`src/source/pcs_rx_pkg.sv`:
```
package pcs_rx_pkg;

    // **************************************************
    // Widths fixed by the 64b/66b block format.
    // **************************************************
    localparam int NB_DATA_CODED = 66;
    localparam int NB_DATA       = 64;
    localparam int NB_CTRL       = 8;
    localparam int NB_CODE       = 7;
    localparam int NB_TYPE_FIELD = 8;

    // Sync header, bits 1..0 of the block.
    localparam logic [1:0] SYNC_DATA = 2'b01;
    localparam logic [1:0] SYNC_CTRL = 2'b10;

    // Block type field, bits 9..2 of a control block.
    localparam logic [NB_TYPE_FIELD-1:0] BTF_C  = 8'h1E;
    localparam logic [NB_TYPE_FIELD-1:0] BTF_S  = 8'h78;
    localparam logic [NB_TYPE_FIELD-1:0] BTF_T0 = 8'h87;
    localparam logic [NB_TYPE_FIELD-1:0] BTF_T1 = 8'h99;
    localparam logic [NB_TYPE_FIELD-1:0] BTF_T2 = 8'hAA;
    localparam logic [NB_TYPE_FIELD-1:0] BTF_T3 = 8'hB4;
    localparam logic [NB_TYPE_FIELD-1:0] BTF_T4 = 8'hCC;
    localparam logic [NB_TYPE_FIELD-1:0] BTF_T5 = 8'hD2;
    localparam logic [NB_TYPE_FIELD-1:0] BTF_T6 = 8'hE1;
    localparam logic [NB_TYPE_FIELD-1:0] BTF_T7 = 8'hFF;

    // XGMII control characters.
    localparam logic [7:0] XG_IDLE  = 8'h07;
    localparam logic [7:0] XG_START = 8'hFB;
    localparam logic [7:0] XG_TERM  = 8'hFD;
    localparam logic [7:0] XG_ERROR = 8'hFE;

    // 7-bit control codes inside a control block.
    localparam logic [NB_CODE-1:0] CC_IDLE  = 7'h00;
    localparam logic [NB_CODE-1:0] CC_ERROR = 7'h1E;

    // **************************************************
    // Types.
    // **************************************************
    typedef enum logic [2:0] {
        BT_C,
        BT_S,
        BT_D,
        BT_T,
        BT_E
    } block_type_e;

    typedef enum logic [2:0] {
        RX_INIT,
        RX_C,
        RX_D,
        RX_T,
        RX_E
    } rx_state_e;

    // Lane 0 sits in the low byte of data and in ctrl bit 0.
    typedef struct packed {
        logic [NB_DATA-1:0] data;
        logic [NB_CTRL-1:0] ctrl;
    } xgmii_word_t;

    localparam xgmii_word_t IDLE_WORD  = '{data: {NB_CTRL{XG_IDLE}}, ctrl: {NB_CTRL{1'b1}}};
    localparam xgmii_word_t ERROR_WORD = '{data: {NB_CTRL{XG_ERROR}}, ctrl: {NB_CTRL{1'b1}}};

endpackage
```
`src/source/decoder.sv`:
```
`timescale 1ns/1ps

module decoder #(
    parameter int NB_ERROR_COUNTER = 32
) (
    input  logic                                 i_clock,
    input  logic                                 i_arst_n,
    input  logic                                 i_enable,
    input  logic                                 i_valid,
    input  logic [pcs_rx_pkg::NB_DATA_CODED-1:0] i_data,
    output logic [pcs_rx_pkg::NB_DATA-1:0]       o_data,
    output logic [pcs_rx_pkg::NB_CTRL-1:0]       o_ctrl,
    output logic                                 o_fsm_control,
    output logic [NB_ERROR_COUNTER-1:0]          o_rf_error_counter
);

    // **************************************************
    // Stage connections.
    // **************************************************
    pcs_rx_pkg::xgmii_word_t comparator_word;
    pcs_rx_pkg::block_type_e comparator_type;
    pcs_rx_pkg::block_type_e fsm_type;
    pcs_rx_pkg::block_type_e fsm_type_next;
    pcs_rx_pkg::xgmii_word_t fsm_word;

    decoder_comparator u_decoder_comparator (
        .i_clock    (i_clock),
        .i_arst_n   (i_arst_n),
        .i_enable   (i_enable),
        .i_valid    (i_valid),
        .i_rx_coded (i_data),
        .o_rx_word  (comparator_word),
        .o_rx_type  (comparator_type)
    );

    decoder_fsm_interface u_decoder_fsm_interface (
        .i_clock       (i_clock),
        .i_arst_n      (i_arst_n),
        .i_enable      (i_enable),
        .i_valid       (i_valid),
        .i_r_type      (comparator_type),
        .o_r_type      (fsm_type),
        .o_r_type_next (fsm_type_next)
    );

    decoder_fsm #(
        .NB_ERROR_COUNTER (NB_ERROR_COUNTER)
    ) u_decoder_fsm (
        .i_clock            (i_clock),
        .i_arst_n           (i_arst_n),
        .i_enable           (i_enable),
        .i_valid            (i_valid),
        .i_r_type           (fsm_type),
        .i_r_type_next      (fsm_type_next),
        .i_rx_word          (comparator_word),
        .o_rx_raw_word      (fsm_word),
        .o_fsm_control      (o_fsm_control),
        .o_rf_error_counter (o_rf_error_counter)
    );

    // XGMII word split onto the data and control ports.
    assign o_data = fsm_word.data;
    assign o_ctrl = fsm_word.ctrl;

endmodule

```
`src/source/decoder_fsm.sv`:
```
`timescale 1ns/1ps

module decoder_fsm #(
    parameter int NB_ERROR_COUNTER = 32
) (
    input  logic                        i_clock,
    input  logic                        i_arst_n,
    input  logic                        i_enable,
    input  logic                        i_valid,
    input  pcs_rx_pkg::block_type_e     i_r_type,
    input  pcs_rx_pkg::block_type_e     i_r_type_next,
    input  pcs_rx_pkg::xgmii_word_t     i_rx_word,
    output pcs_rx_pkg::xgmii_word_t     o_rx_raw_word,
    output logic                        o_fsm_control,
    output logic [NB_ERROR_COUNTER-1:0] o_rf_error_counter
);

    logic                    advance;
    pcs_rx_pkg::rx_state_e   state;
    pcs_rx_pkg::rx_state_e   state_next;
    pcs_rx_pkg::xgmii_word_t word_next;
    pcs_rx_pkg::xgmii_word_t word_cur;
    logic                    next_ok;
    logic                    word_is_idle;
    logic                    counter_full;

    assign advance = i_enable & i_valid;

    // **************************************************
    // Word delay line.
    // **************************************************

    // Word_next lines up with the look-ahead type, word_cur with the current type.
    always_ff @(posedge i_clock or negedge i_arst_n) begin
        if (!i_arst_n) begin
            word_next <= pcs_rx_pkg::IDLE_WORD;
            word_cur  <= pcs_rx_pkg::IDLE_WORD;
        end else if (advance) begin
            word_next <= i_rx_word;
            word_cur  <= word_next;
        end
    end

    // A terminate is only good when a control or start block follows.
    assign next_ok = (i_r_type_next == pcs_rx_pkg::BT_C) ||
                     (i_r_type_next == pcs_rx_pkg::BT_S);

    // **************************************************
    // Receive state machine.
    // **************************************************
    always_comb begin
        state_next = pcs_rx_pkg::RX_E;
        case (state)
            pcs_rx_pkg::RX_INIT,
            pcs_rx_pkg::RX_C,
            pcs_rx_pkg::RX_T: begin
                if (i_r_type == pcs_rx_pkg::BT_C) begin
                    state_next = pcs_rx_pkg::RX_C;
                end else if (i_r_type == pcs_rx_pkg::BT_S) begin
                    state_next = pcs_rx_pkg::RX_D;
                end
            end
            pcs_rx_pkg::RX_D: begin
                if (i_r_type == pcs_rx_pkg::BT_D) begin
                    state_next = pcs_rx_pkg::RX_D;
                end else if (i_r_type == pcs_rx_pkg::BT_T && next_ok) begin
                    state_next = pcs_rx_pkg::RX_T;
                end
            end
            default: begin
                // RX_E leaves only on a block that can stand on its own.
                if (i_r_type == pcs_rx_pkg::BT_C) begin
                    state_next = pcs_rx_pkg::RX_C;
                end else if (i_r_type == pcs_rx_pkg::BT_D) begin
                    state_next = pcs_rx_pkg::RX_D;
                end else if (i_r_type == pcs_rx_pkg::BT_T && next_ok) begin
                    state_next = pcs_rx_pkg::RX_T;
                end
            end
        endcase
    end

    assign word_is_idle = (word_cur == pcs_rx_pkg::IDLE_WORD);
    assign counter_full = (o_rf_error_counter == {NB_ERROR_COUNTER{1'b1}});

    // Output stage and error count.
    always_ff @(posedge i_clock or negedge i_arst_n) begin
        if (!i_arst_n) begin
            state              <= pcs_rx_pkg::RX_INIT;
            o_rx_raw_word      <= pcs_rx_pkg::IDLE_WORD;
            o_fsm_control      <= 1'b0;
            o_rf_error_counter <= '0;
        end else if (advance) begin
            state         <= state_next;
            o_fsm_control <= (state_next == pcs_rx_pkg::RX_C) && word_is_idle;
            if (state_next == pcs_rx_pkg::RX_E) begin
                o_rx_raw_word <= pcs_rx_pkg::ERROR_WORD;
                if (!counter_full) begin
                    o_rf_error_counter <= o_rf_error_counter + 1'b1;
                end
            end else begin
                o_rx_raw_word <= word_cur;
            end
        end
    end

endmodule

```
`src/source/decoder_fsm_interface.sv`:
```
`timescale 1ns/1ps

module decoder_fsm_interface (
    input  logic                    i_clock,
    input  logic                    i_arst_n,
    input  logic                    i_enable,
    input  logic                    i_valid,
    input  pcs_rx_pkg::block_type_e i_r_type,
    output pcs_rx_pkg::block_type_e o_r_type,
    output pcs_rx_pkg::block_type_e o_r_type_next
);

    logic advance;

    assign advance = i_enable & i_valid;

    // **************************************************
    // Two-entry type history.
    // **************************************************

    // The look-ahead entry lets the FSM see the block after a terminate.
    // Gaps in i_valid hold both entries, so the pair stays consecutive.
    always_ff @(posedge i_clock or negedge i_arst_n) begin
        if (!i_arst_n) begin
            o_r_type      <= pcs_rx_pkg::BT_C;
            o_r_type_next <= pcs_rx_pkg::BT_C;
        end else if (advance) begin
            o_r_type      <= o_r_type_next;
            o_r_type_next <= i_r_type;
        end
    end

endmodule

```
`src/source/decoder_comparator.sv`:
```
`timescale 1ns/1ps

module decoder_comparator (
    input  logic                                   i_clock,
    input  logic                                   i_arst_n,
    input  logic                                   i_enable,
    input  logic                                   i_valid,
    input  logic [pcs_rx_pkg::NB_DATA_CODED-1:0]   i_rx_coded,
    output pcs_rx_pkg::xgmii_word_t                o_rx_word,
    output pcs_rx_pkg::block_type_e                o_rx_type
);

    logic                                   advance;
    logic [1:0]                             sync;
    logic [pcs_rx_pkg::NB_TYPE_FIELD-1:0]   type_field;
    logic [55:0]                            payload;
    logic                                   is_term;
    logic [2:0]                             term_len;
    pcs_rx_pkg::xgmii_word_t                dec_word;
    pcs_rx_pkg::block_type_e                dec_type;

    // Maps one 7-bit control code onto its XGMII character.
    function automatic logic [7:0] cc_to_xgmii(input logic [pcs_rx_pkg::NB_CODE-1:0] code);
        logic [7:0] ch;
        case (code)
            pcs_rx_pkg::CC_IDLE:  ch = pcs_rx_pkg::XG_IDLE;
            default:              ch = pcs_rx_pkg::XG_ERROR;
        endcase
        return ch;
    endfunction

    assign advance    = i_enable & i_valid;
    assign sync       = i_rx_coded[1:0];
    assign type_field = i_rx_coded[9:2];
    assign payload    = i_rx_coded[65:10];

    // Terminate types and the number of data bytes ahead of the T.
    always_comb begin
        is_term  = 1'b1;
        term_len = 3'd0;
        case (type_field)
            pcs_rx_pkg::BTF_T0: term_len = 3'd0;
            pcs_rx_pkg::BTF_T1: term_len = 3'd1;
            pcs_rx_pkg::BTF_T2: term_len = 3'd2;
            pcs_rx_pkg::BTF_T3: term_len = 3'd3;
            pcs_rx_pkg::BTF_T4: term_len = 3'd4;
            pcs_rx_pkg::BTF_T5: term_len = 3'd5;
            pcs_rx_pkg::BTF_T6: term_len = 3'd6;
            pcs_rx_pkg::BTF_T7: term_len = 3'd7;
            default:            is_term  = 1'b0;
        endcase
    end

    // **************************************************
    // Block decode.
    // **************************************************
    always_comb begin
        dec_word = pcs_rx_pkg::ERROR_WORD;
        dec_type = pcs_rx_pkg::BT_E;
        if (sync == pcs_rx_pkg::SYNC_DATA) begin
            dec_word.data = i_rx_coded[65:2];
            dec_word.ctrl = '0;
            dec_type      = pcs_rx_pkg::BT_D;
        end else if (sync == pcs_rx_pkg::SYNC_CTRL) begin
            if (type_field == pcs_rx_pkg::BTF_C) begin
                // Eight packed 7-bit codes with lane 0 first.
                for (int lane = 0; lane < pcs_rx_pkg::NB_CTRL; lane++) begin
                    dec_word.data[lane*8 +: 8] = cc_to_xgmii(payload[lane*7 +: 7]);
                end
                dec_word.ctrl = '1;
                dec_type      = pcs_rx_pkg::BT_C;
            end else if (type_field == pcs_rx_pkg::BTF_S) begin
                dec_word.data[7:0] = pcs_rx_pkg::XG_START;
                for (int lane = 1; lane < pcs_rx_pkg::NB_CTRL; lane++) begin
                    dec_word.data[lane*8 +: 8] = payload[(lane-1)*8 +: 8];
                end
                dec_word.ctrl = 8'h01;
                dec_type      = pcs_rx_pkg::BT_S;
            end else if (is_term) begin
                for (int lane = 0; lane < pcs_rx_pkg::NB_CTRL; lane++) begin
                    if (lane < term_len) begin
                        dec_word.data[lane*8 +: 8] = payload[lane*8 +: 8];
                        dec_word.ctrl[lane]        = 1'b0;
                    end else if (lane == term_len) begin
                        dec_word.data[lane*8 +: 8] = pcs_rx_pkg::XG_TERM;
                        dec_word.ctrl[lane]        = 1'b1;
                    end else begin
                        dec_word.data[lane*8 +: 8] = pcs_rx_pkg::XG_IDLE;
                        dec_word.ctrl[lane]        = 1'b1;
                    end
                end
                dec_type = pcs_rx_pkg::BT_T;
            end
        end
    end

    // The register stage holds whenever the block is not qualified.
    always_ff @(posedge i_clock or negedge i_arst_n) begin
        if (!i_arst_n) begin
            o_rx_word <= pcs_rx_pkg::IDLE_WORD;
            o_rx_type <= pcs_rx_pkg::BT_C;
        end else if (advance) begin
            o_rx_word <= dec_word;
            o_rx_type <= dec_type;
        end
    end

endmodule

```
`config.mk`:
```
export PLATFORM = sky130hd
export DESIGN_NAME = decoder
export DESIGN_NICKNAME = d
export VERILOG_FILES = /design/src/source/pcs_rx_pkg.sv /design/src/source/decoder.sv /design/src/source/decoder_fsm.sv /design/src/source/decoder_fsm_interface.sv /design/src/source/decoder_comparator.sv
export SDC_FILE = /design/constraint.sdc
export NUM_CORES = 1
export LEC_CHECK = 0
export ABC_CLOCK_PERIOD_IN_PS = 4200
export BUFFER_PORTS_ARGS = -buffer_cell sky130_fd_sc_hd__clkbuf_2
export CELL_PAD_IN_SITES_DETAIL_PLACEMENT = 0
export CELL_PAD_IN_SITES_GLOBAL_PLACEMENT = 2
export CORE_MARGIN = 10
export CORE_UTILIZATION = 35
export CTS_BUF_LIST = sky130_fd_sc_hd__clkbuf_4 sky130_fd_sc_hd__clkbuf_8 sky130_fd_sc_hd__clkbuf_16
export DETAILED_ROUTE_END_ITERATION = 6
export GPL_ROUTABILITY_DRIVEN = 0
export PLACE_DENSITY_LB_ADDON = 0.1
export SYNTH_ARGS = -nofsm -noshare
export SYNTH_HDL_FRONTEND = slang
export SYNTH_SLANG_ARGS = --single-unit
```
`constraint.sdc`:
```
create_clock -name i_clock -period 4.2 [get_ports i_clock]
set_input_delay 0.84 -clock i_clock [delete_from_list [all_inputs] [get_ports i_clock]]
set_output_delay 0.84 -clock i_clock [all_outputs]
set_load 0.005 [all_outputs]
```
==> flow_summary.yaml, run 1 <==
run_status:
  status: "finished clean"
placed_design:
  port_buffers: 174
  dp_cells: 2145
  dp_hpwl_mm: 33.7
power:
  p_sw_w: 0.00247
  switching_share_pct: 26.5
  p_comb_share_pct: 13.4
  pwr-share-clk_pct: 39.9
  p_leak_nw: 8.01
  ir_drop_mv: 0.251
  power_density_mw_per_mm2: 536
  seqPwrFrac_pct: 46.7
  p_int_w: 0.00683
floorplanning:
  ios: 175
  fp.dieW_microns: 223
  num_rows: 74
  start_util_pct: 35.4
  core_area_sq_mm: 0.0408
  die_h_microns: 223
  dieArea_sq_mm: 0.0498
sta:
  fin_crit_sh_pct: 61.8
  finClkSkew_ps: 16.7
  tightest_slew_ps: 935
  setup_viol: 0
  hold_viol: 0
  slew_headroom_pct: 37.7
  drv_slew: 0
  period_needed_ps: 2590
  max_clock_freq_mhz: 385
  grt_setup_unrepaired: "no"
  whs_ps: 315
  tns_ps: 0
yosys:
  synth-edff-count: 0
  yosysUniqueCellTypes: 67
  yosysSeqAreaShare_pct: 58.8
  avgSynthCellArea_sq_um: 9.63
  yosys.area.top_type_share_pct: 35.5
  synth-async-reset-ratio_pct: 100
  syn_area_sq_mm: 0.0144
  netlist_instances: 1500
  synth.yosys.warnings: 0
  syn-num-nets: 1571
  yosysTopAreaCell: "dfrtp_1"
  synth_ff_type: "dfrtp_1"
  yosys-top-cells-area: "dfrtp_1, dfstp_2, nand2_1"
  ys_seq_elements: 333
global_route:
  antenna_found_initial: 0
  grt_pass1_wl_mm: 73.6
  grt_usage_pct: 18.6
  first_global_vias: 11700
  grt_max_degree: 130
  grt-ovfl-total: 0
worst_setup_path:
  crit_fanout: 14
  worstPathCellList: "clkbuf_2 -> and4bb_1 -> or4b_1 -> nand4_2 -> buf_4 -> o211ai_1 -> a21oi_1 -> o21ai_1"
  worst-setup-path-type: "input port to flop"
  reg2reg_slack_ps: 1860
  worstSetupEndpointType: "flop"
  startpoint_type: "input port"
  slowest_stage: "or4b_1"
  critPathArrivalTime_ps: 2990
  crit_path_max_incr_delay_ps: 630
  required_ps: 4600
route:
  viasPerCell: 5.20
  num_vias: 11500
  wl_per_cell_microns: 21.3
  drc: 0
  drt-initial-drc-count: 1033
  routed_wl_mm: 47.1
  ant_nets: 0
  dr.pass1.iters: 6
final_layout:
  layout.nets: 1726
  final_common_cell: "nand2_1"
  n_antenna_cell: 0
  final_cells: 2217
  syn_to_final_growth_pct: 20.1
  drive_gt1_share_pct: 24.6
  layout_common_cells: "nand2_1, dfrtp_1, clkbuf_2"
  fill_cells: 4037
clocking:
  clk_latency_ps: 530
  cts.hold.buffers_added: 0
  cts.path.max_buffers: 3
  cts-resized-gates: 0
  cts_post_setup_buffers_inserted: 0
  cts-root-buf: "clkbuf_16"
  cts_buffers: 40
  path_clk_slew_ps: 50
  cts_tree: "built"
  cts_max_level: 2
  cts.sinks: 333
flow_run:
  cap_violations: 0
min_path:
  min_path_type: "input port to asynchronous set/reset pin"
-- worst max-delay path, delay by kind of cell --
family / cells / cell delay (ps)
AND/OR/NAND/NOR: 3 / 1250
AO/OA/AOI/OAI: 3 / 490
buffers and inverters: 2 / 400
-- flip-flops by register name, indices dropped and copies added, names as in the netlist --
signal	count
u_decoder_fsm_interface.o_r_type_next	3
u_decoder_fsm.o_rx_raw_word	72
u_decoder_comparator.o_rx_word	72
u_decoder_fsm_interface.o_r_type	3
u_decoder_fsm.word_next	72
u_decoder_fsm.o_rf_error_counter	32
u_decoder_comparator.o_rx_type	3
u_decoder_fsm.o_fsm_control	1
u_decoder_fsm.state	3
u_decoder_fsm.word_cur	72
-- cell families after synthesis --
family | after synthesis | share of synthesized area, %
xor gates and xnor gates | 32 | 1.94
AOI/OAI and AO/OA | 303 | 14.3
adders and majority gates | 1 | 0.0866
DFF | 333 | 58.8
muxes | 1 | 0.0693
buffers and inverters | 102 | 2.76
and+or+nand+nor | 728 | 22.1
-- power by group through the flow --
| stage | combinational (W) | sequential, W | clock (W) |
|---|---|---|---|
| after detailed placement | 0.00127 | 0.00440 | 0 |
| after floorplan | 0.000680 | 0.00423 | 0 |
| after global placement | 0.00126 | 0.00438 | 0 |
| final | 0.00124 | 0.00434 | 0.00371 |
| after global routing | 0.00141 | 0.00442 | 0.00394 |
| after CTS | 0.00128 | 0.00435 | 0.00382 |
-- per-stage QoR --
stage	worst slack (ps)	util, %	power [W]	area, sq um
2_1_floorplan	1750	-	0.00491	14400
3_3_place_gp	1170	39.0	0.00565	15900
3_5_place_dp	1130	39.0	0.00567	15900
4_1_cts	1690	42.5	0.00944	17400
5_1_grt	1490	42.5	0.00976	17400
6_report	1610	42.5	0.00929	17400
-- worst paths after layout --
check / cells after the start / end / start
hold / removal: 1 / u_decoder_fsm.o_rf_error_counter[0] / i_arst_n
setup reg to reg: 6 / u_decoder_fsm.o_rx_raw_word[69] / u_decoder_fsm.state[0]
min in group i_clock: 2 / u_decoder_fsm.word_next[7] / u_decoder_comparator.o_rx_word[7]
hold reg to reg: 2 / u_decoder_fsm.word_next[7] / u_decoder_comparator.o_rx_word[7]
setup / recovery: 8 / u_decoder_comparator.o_rx_word[45] / i_data[7]
max in group asynchronous: 2 / u_decoder_fsm.word_next[56] / i_arst_n
-- synth_stat cells (all sizes together), types with 2 or more instances --
cell type,instances
a21o,4
and4bb,4
nor4bb,6
nor4b,7
a21oi,60
o211ai,23
buf,7
xnor2,14
o22ai,20
nand2,540
a211oi,7
or4b,3
a22o,11
or3,3
a221oi,2
a31oi,12
nand4,16
o31ai,3
nor4,17
nand3b,2
xor2,18
nand2b,3
nand4b,4
and2,12
or4,7
nor3,28
dfrtp,205
nand3,21
o21ai,65
dfstp,128
nor2,35
and3,4
a22oi,8
nor2b,12
o32ai,2
o22a,65
or2,2
inv,17
clkbuf,78
o221ai,11
-- layout make-up --
| class | count | area [sq um] | share of cell area [%] |
|---|---|---|---|
| sequential | 333 | 8490 | 48.9 |
| multi-input combinational | 1065 | 5570 | 32.1 |
| clock buffer | 61 | 1260 | 7.24 |
| timing repair buffer | 198 | 1120 | 6.48 |
| tap | 532 | 666 | 3.84 |
| clock inverter | 11 | 183 | 1.05 |
| inverter | 17 | 63.8 | 0.368 |
-- per-layer routing --
layer | routed length, microns | track usage [%]
met5 | 0 | 0
met4 | 971 | 4.97
met3 | 2390 | 3.61
met2 | 20200 | 27.0
met1 | 23500 | 27.5
Power figures use the tool's default switching activity.
==> inputs of run 2 (changes only) <==
--- a/config.mk
+++ b/config.mk
@@ -5,7 +5,7 @@
 export SDC_FILE = /design/constraint.sdc
 export NUM_CORES = 1
 export LEC_CHECK = 0
-export ABC_CLOCK_PERIOD_IN_PS = 4200
+export ABC_CLOCK_PERIOD_IN_PS = 2550
 export BUFFER_PORTS_ARGS = -buffer_cell sky130_fd_sc_hd__clkbuf_2
 export CELL_PAD_IN_SITES_DETAIL_PLACEMENT = 0
 export CELL_PAD_IN_SITES_GLOBAL_PLACEMENT = 2
==> constraint.sdc (replaced) <==
create_clock -name i_clock -period 2.55 [get_ports i_clock]
set_input_delay 0.51 -clock i_clock [delete_from_list [all_inputs] [get_ports i_clock]]
set_output_delay 0.51 -clock i_clock [all_outputs]
set_load 0.005 [all_outputs]
==> flow_summary.yaml, run 2 (synthesized netlist as in run 1, its figures left out) <==
sta:
  period_needed_ps: 2210
  max_clock_freq_mhz: 452
  finClkSkew_ps: 13.3
  grt_setup_unrepaired: "no"
  setup_viol: 0
  fin_crit_sh_pct: 86.8
  drv_slew: 0
  tightest_slew_ps: 815
  setup_ws_ps: 336
  hold_viol: 0
  slew_headroom_pct: 45.7
  tns_ps: 0
floorplanning:
  start_util_pct: 35.4
  core_area_sq_mm: 0.0408
  num_rows: 74
  dieArea_sq_mm: 0.0498
  fp.dieW_microns: 223
  ios: 175
  die_h_microns: 223
worst_setup_path:
  reg2regPathDepth: 8
  critPathArrivalTime_ps: 2610
  reg2reg_slack_ps: 340
  timing.rr.start: "u_decoder_fsm.o_rf_error_counter[0]"
  crit_fanout: 9
  required_ps: 2940
  worstSetupEndpointType: "flop"
  worst-setup-path-type: "flop to flop"
  startpoint_type: "flop"
  reg2reg_to: "u_decoder_fsm.o_rf_error_counter[23]"
min_path:
  hold_path_end: "u_decoder_comparator.o_rx_word[11]"
  min_path_type: "input port to flop"
  hold-path-cell-count: 3
  min_from: "i_data[13]"
clocking:
  cts.hold.buffers_added: 1
  cts.sinks: 333
  cts_max_level: 2
  cts-resized-gates: 0
  cts_post_setup_buffers_inserted: 0
  clk_latency_ps: 530
  cts_buffers: 39
  path_clk_slew_ps: 60
  cts_tree: "built"
  cts.path.max_buffers: 3
  cts-root-buf: "clkbuf_16"
placed_design:
  pre_cts_slack_ps: 70.4
  dp_hpwl_mm: 34.8
  port_buffers: 174
  dp_cells: 2188
power:
  seqPwrFrac_pct: 48.2
  power_density_mw_per_mm2: 840
  switching_share_pct: 27.0
  p_comb_share_pct: 14.3
  p_sw_w: 0.00399
  ir_drop_mv: 0.358
  p_int_w: 0.0108
  pwr-share-clk_pct: 37.5
  p_leak_nw: 8.18
global_route:
  grt-ovfl-total: 0
  first_global_vias: 12000
  grt_pass1_wl_mm: 74.4
  grt_usage_pct: 18.8
  grt_max_degree: 82
  antenna_found_initial: 0
final_layout:
  drive_gt1_share_pct: 26.4
  final_cells: 2260
  syn_to_final_growth_pct: 21.8
  final_util_pct: 43.1
  final_common_cell: "nand2_1"
  fill_cells: 4048
  n_antenna_cell: 0
  layout.nets: 1769
  layout_common_cells: "nand2_1, dfrtp_1, clkbuf_2"
flow_run:
  cap_violations: 0
route:
  viasPerCell: 5.15
  dr.pass1.iters: 4
  drc: 0
  drt-initial-drc-count: 977
  ant_nets: 0
  wl_per_cell_microns: 20.9
  num_vias: 11600
  routed_wl_mm: 47.3
run_status:
  status: "finished clean"
-- run 2: cell types whose count changed in the layout (fill, tap and decap cells not counted), sizes merged --
cell,delta
buf,+43
bufinv,-5
clkbuf,+7
clkinv,-2
clkinvlp,-1
dlygate4sd3,+1
-- run 2: power by group through the flow --
stage,clock (W),combinational (W),sequential [W]
2_1_floorplan,0,0.00112,0.00697
3_3_place_gp,0,0.00214,0.00720
3_5_place_dp,0,0.00216,0.00723
4_1_cts,0.00570,0.00217,0.00714
5_1_grt,0.00592,0.00239,0.00726
6_report,0.00554,0.00211,0.00713
-- run 2: worst max-delay path by stage --
| stage | startpoint | end | slack (ps) | depth (start not counted) |
|---|---|---|---|---|
| 2_1_floorplan | i_data[7] | u_decoder_comparator.o_rx_word[70] | 430 | 8 |
| 5_1_grt | u_decoder_fsm.o_rf_error_counter[0] | u_decoder_fsm.o_rf_error_counter[22] | 60 | 7 |
| 4_1_cts | u_decoder_fsm.word_cur[42] | u_decoder_fsm.o_fsm_control | 270 | 6 |
| 3_3_place_gp | i_data[7] | u_decoder_comparator.o_rx_word[15] | 140 | 8 |
| 3_5_place_dp | i_data[7] | u_decoder_comparator.o_rx_word[13] | 70 | 8 |
| 6_report | u_decoder_fsm.o_rf_error_counter[0] | u_decoder_fsm.o_rf_error_counter[23] | 340 | 8 |
-- run 2: layer usage --
metal	vias to the layer above	part of all wire, %	track usage [%]	routed length, microns
met1	5705	49	27.2	23200
met4	0	1.6	4.32	756
met5	-	0	0	0
met2	268	45	28.4	21100
li1	5608	-	-	-
met3	47	4.7	3.50	2250
-- run 2: critical path, cell delays in order (launching register included) --
cell,delay [ps]
dfrtp_1,400
ha_1,180
nand3_1,130
nor4_1,430
buf_4,190
nand3b_1,100
nand4_1,370
nor4_1,110
xor2_1,160
-- run 2: final cells by class --
| cell class | instances | area (sq um) | share of cell area, % |
|---|---|---|---|
| clock buffer | 68 | 1280 | 7.30 |
| clock inverter | 3 | 15.0 | 0.0853 |
| inverter | 17 | 63.8 | 0.363 |
| multi-input combinational | 1065 | 5570 | 31.6 |
| sequential | 333 | 8490 | 48.3 |
| tap | 532 | 666 | 3.78 |
| timing repair buffer | 242 | 1510 | 8.56 |
-- run 2: through the flow --
step,total power (W),cell area (sq um),hold slack [ps]
2_1_floorplan,0.00809,14400,214
3_3_place_gp,0.00934,16300,442
3_5_place_dp,0.00939,16300,443
4_1_cts,0.0150,17600,229
5_1_grt,0.0156,17600,260
6_report,0.0148,17600,256
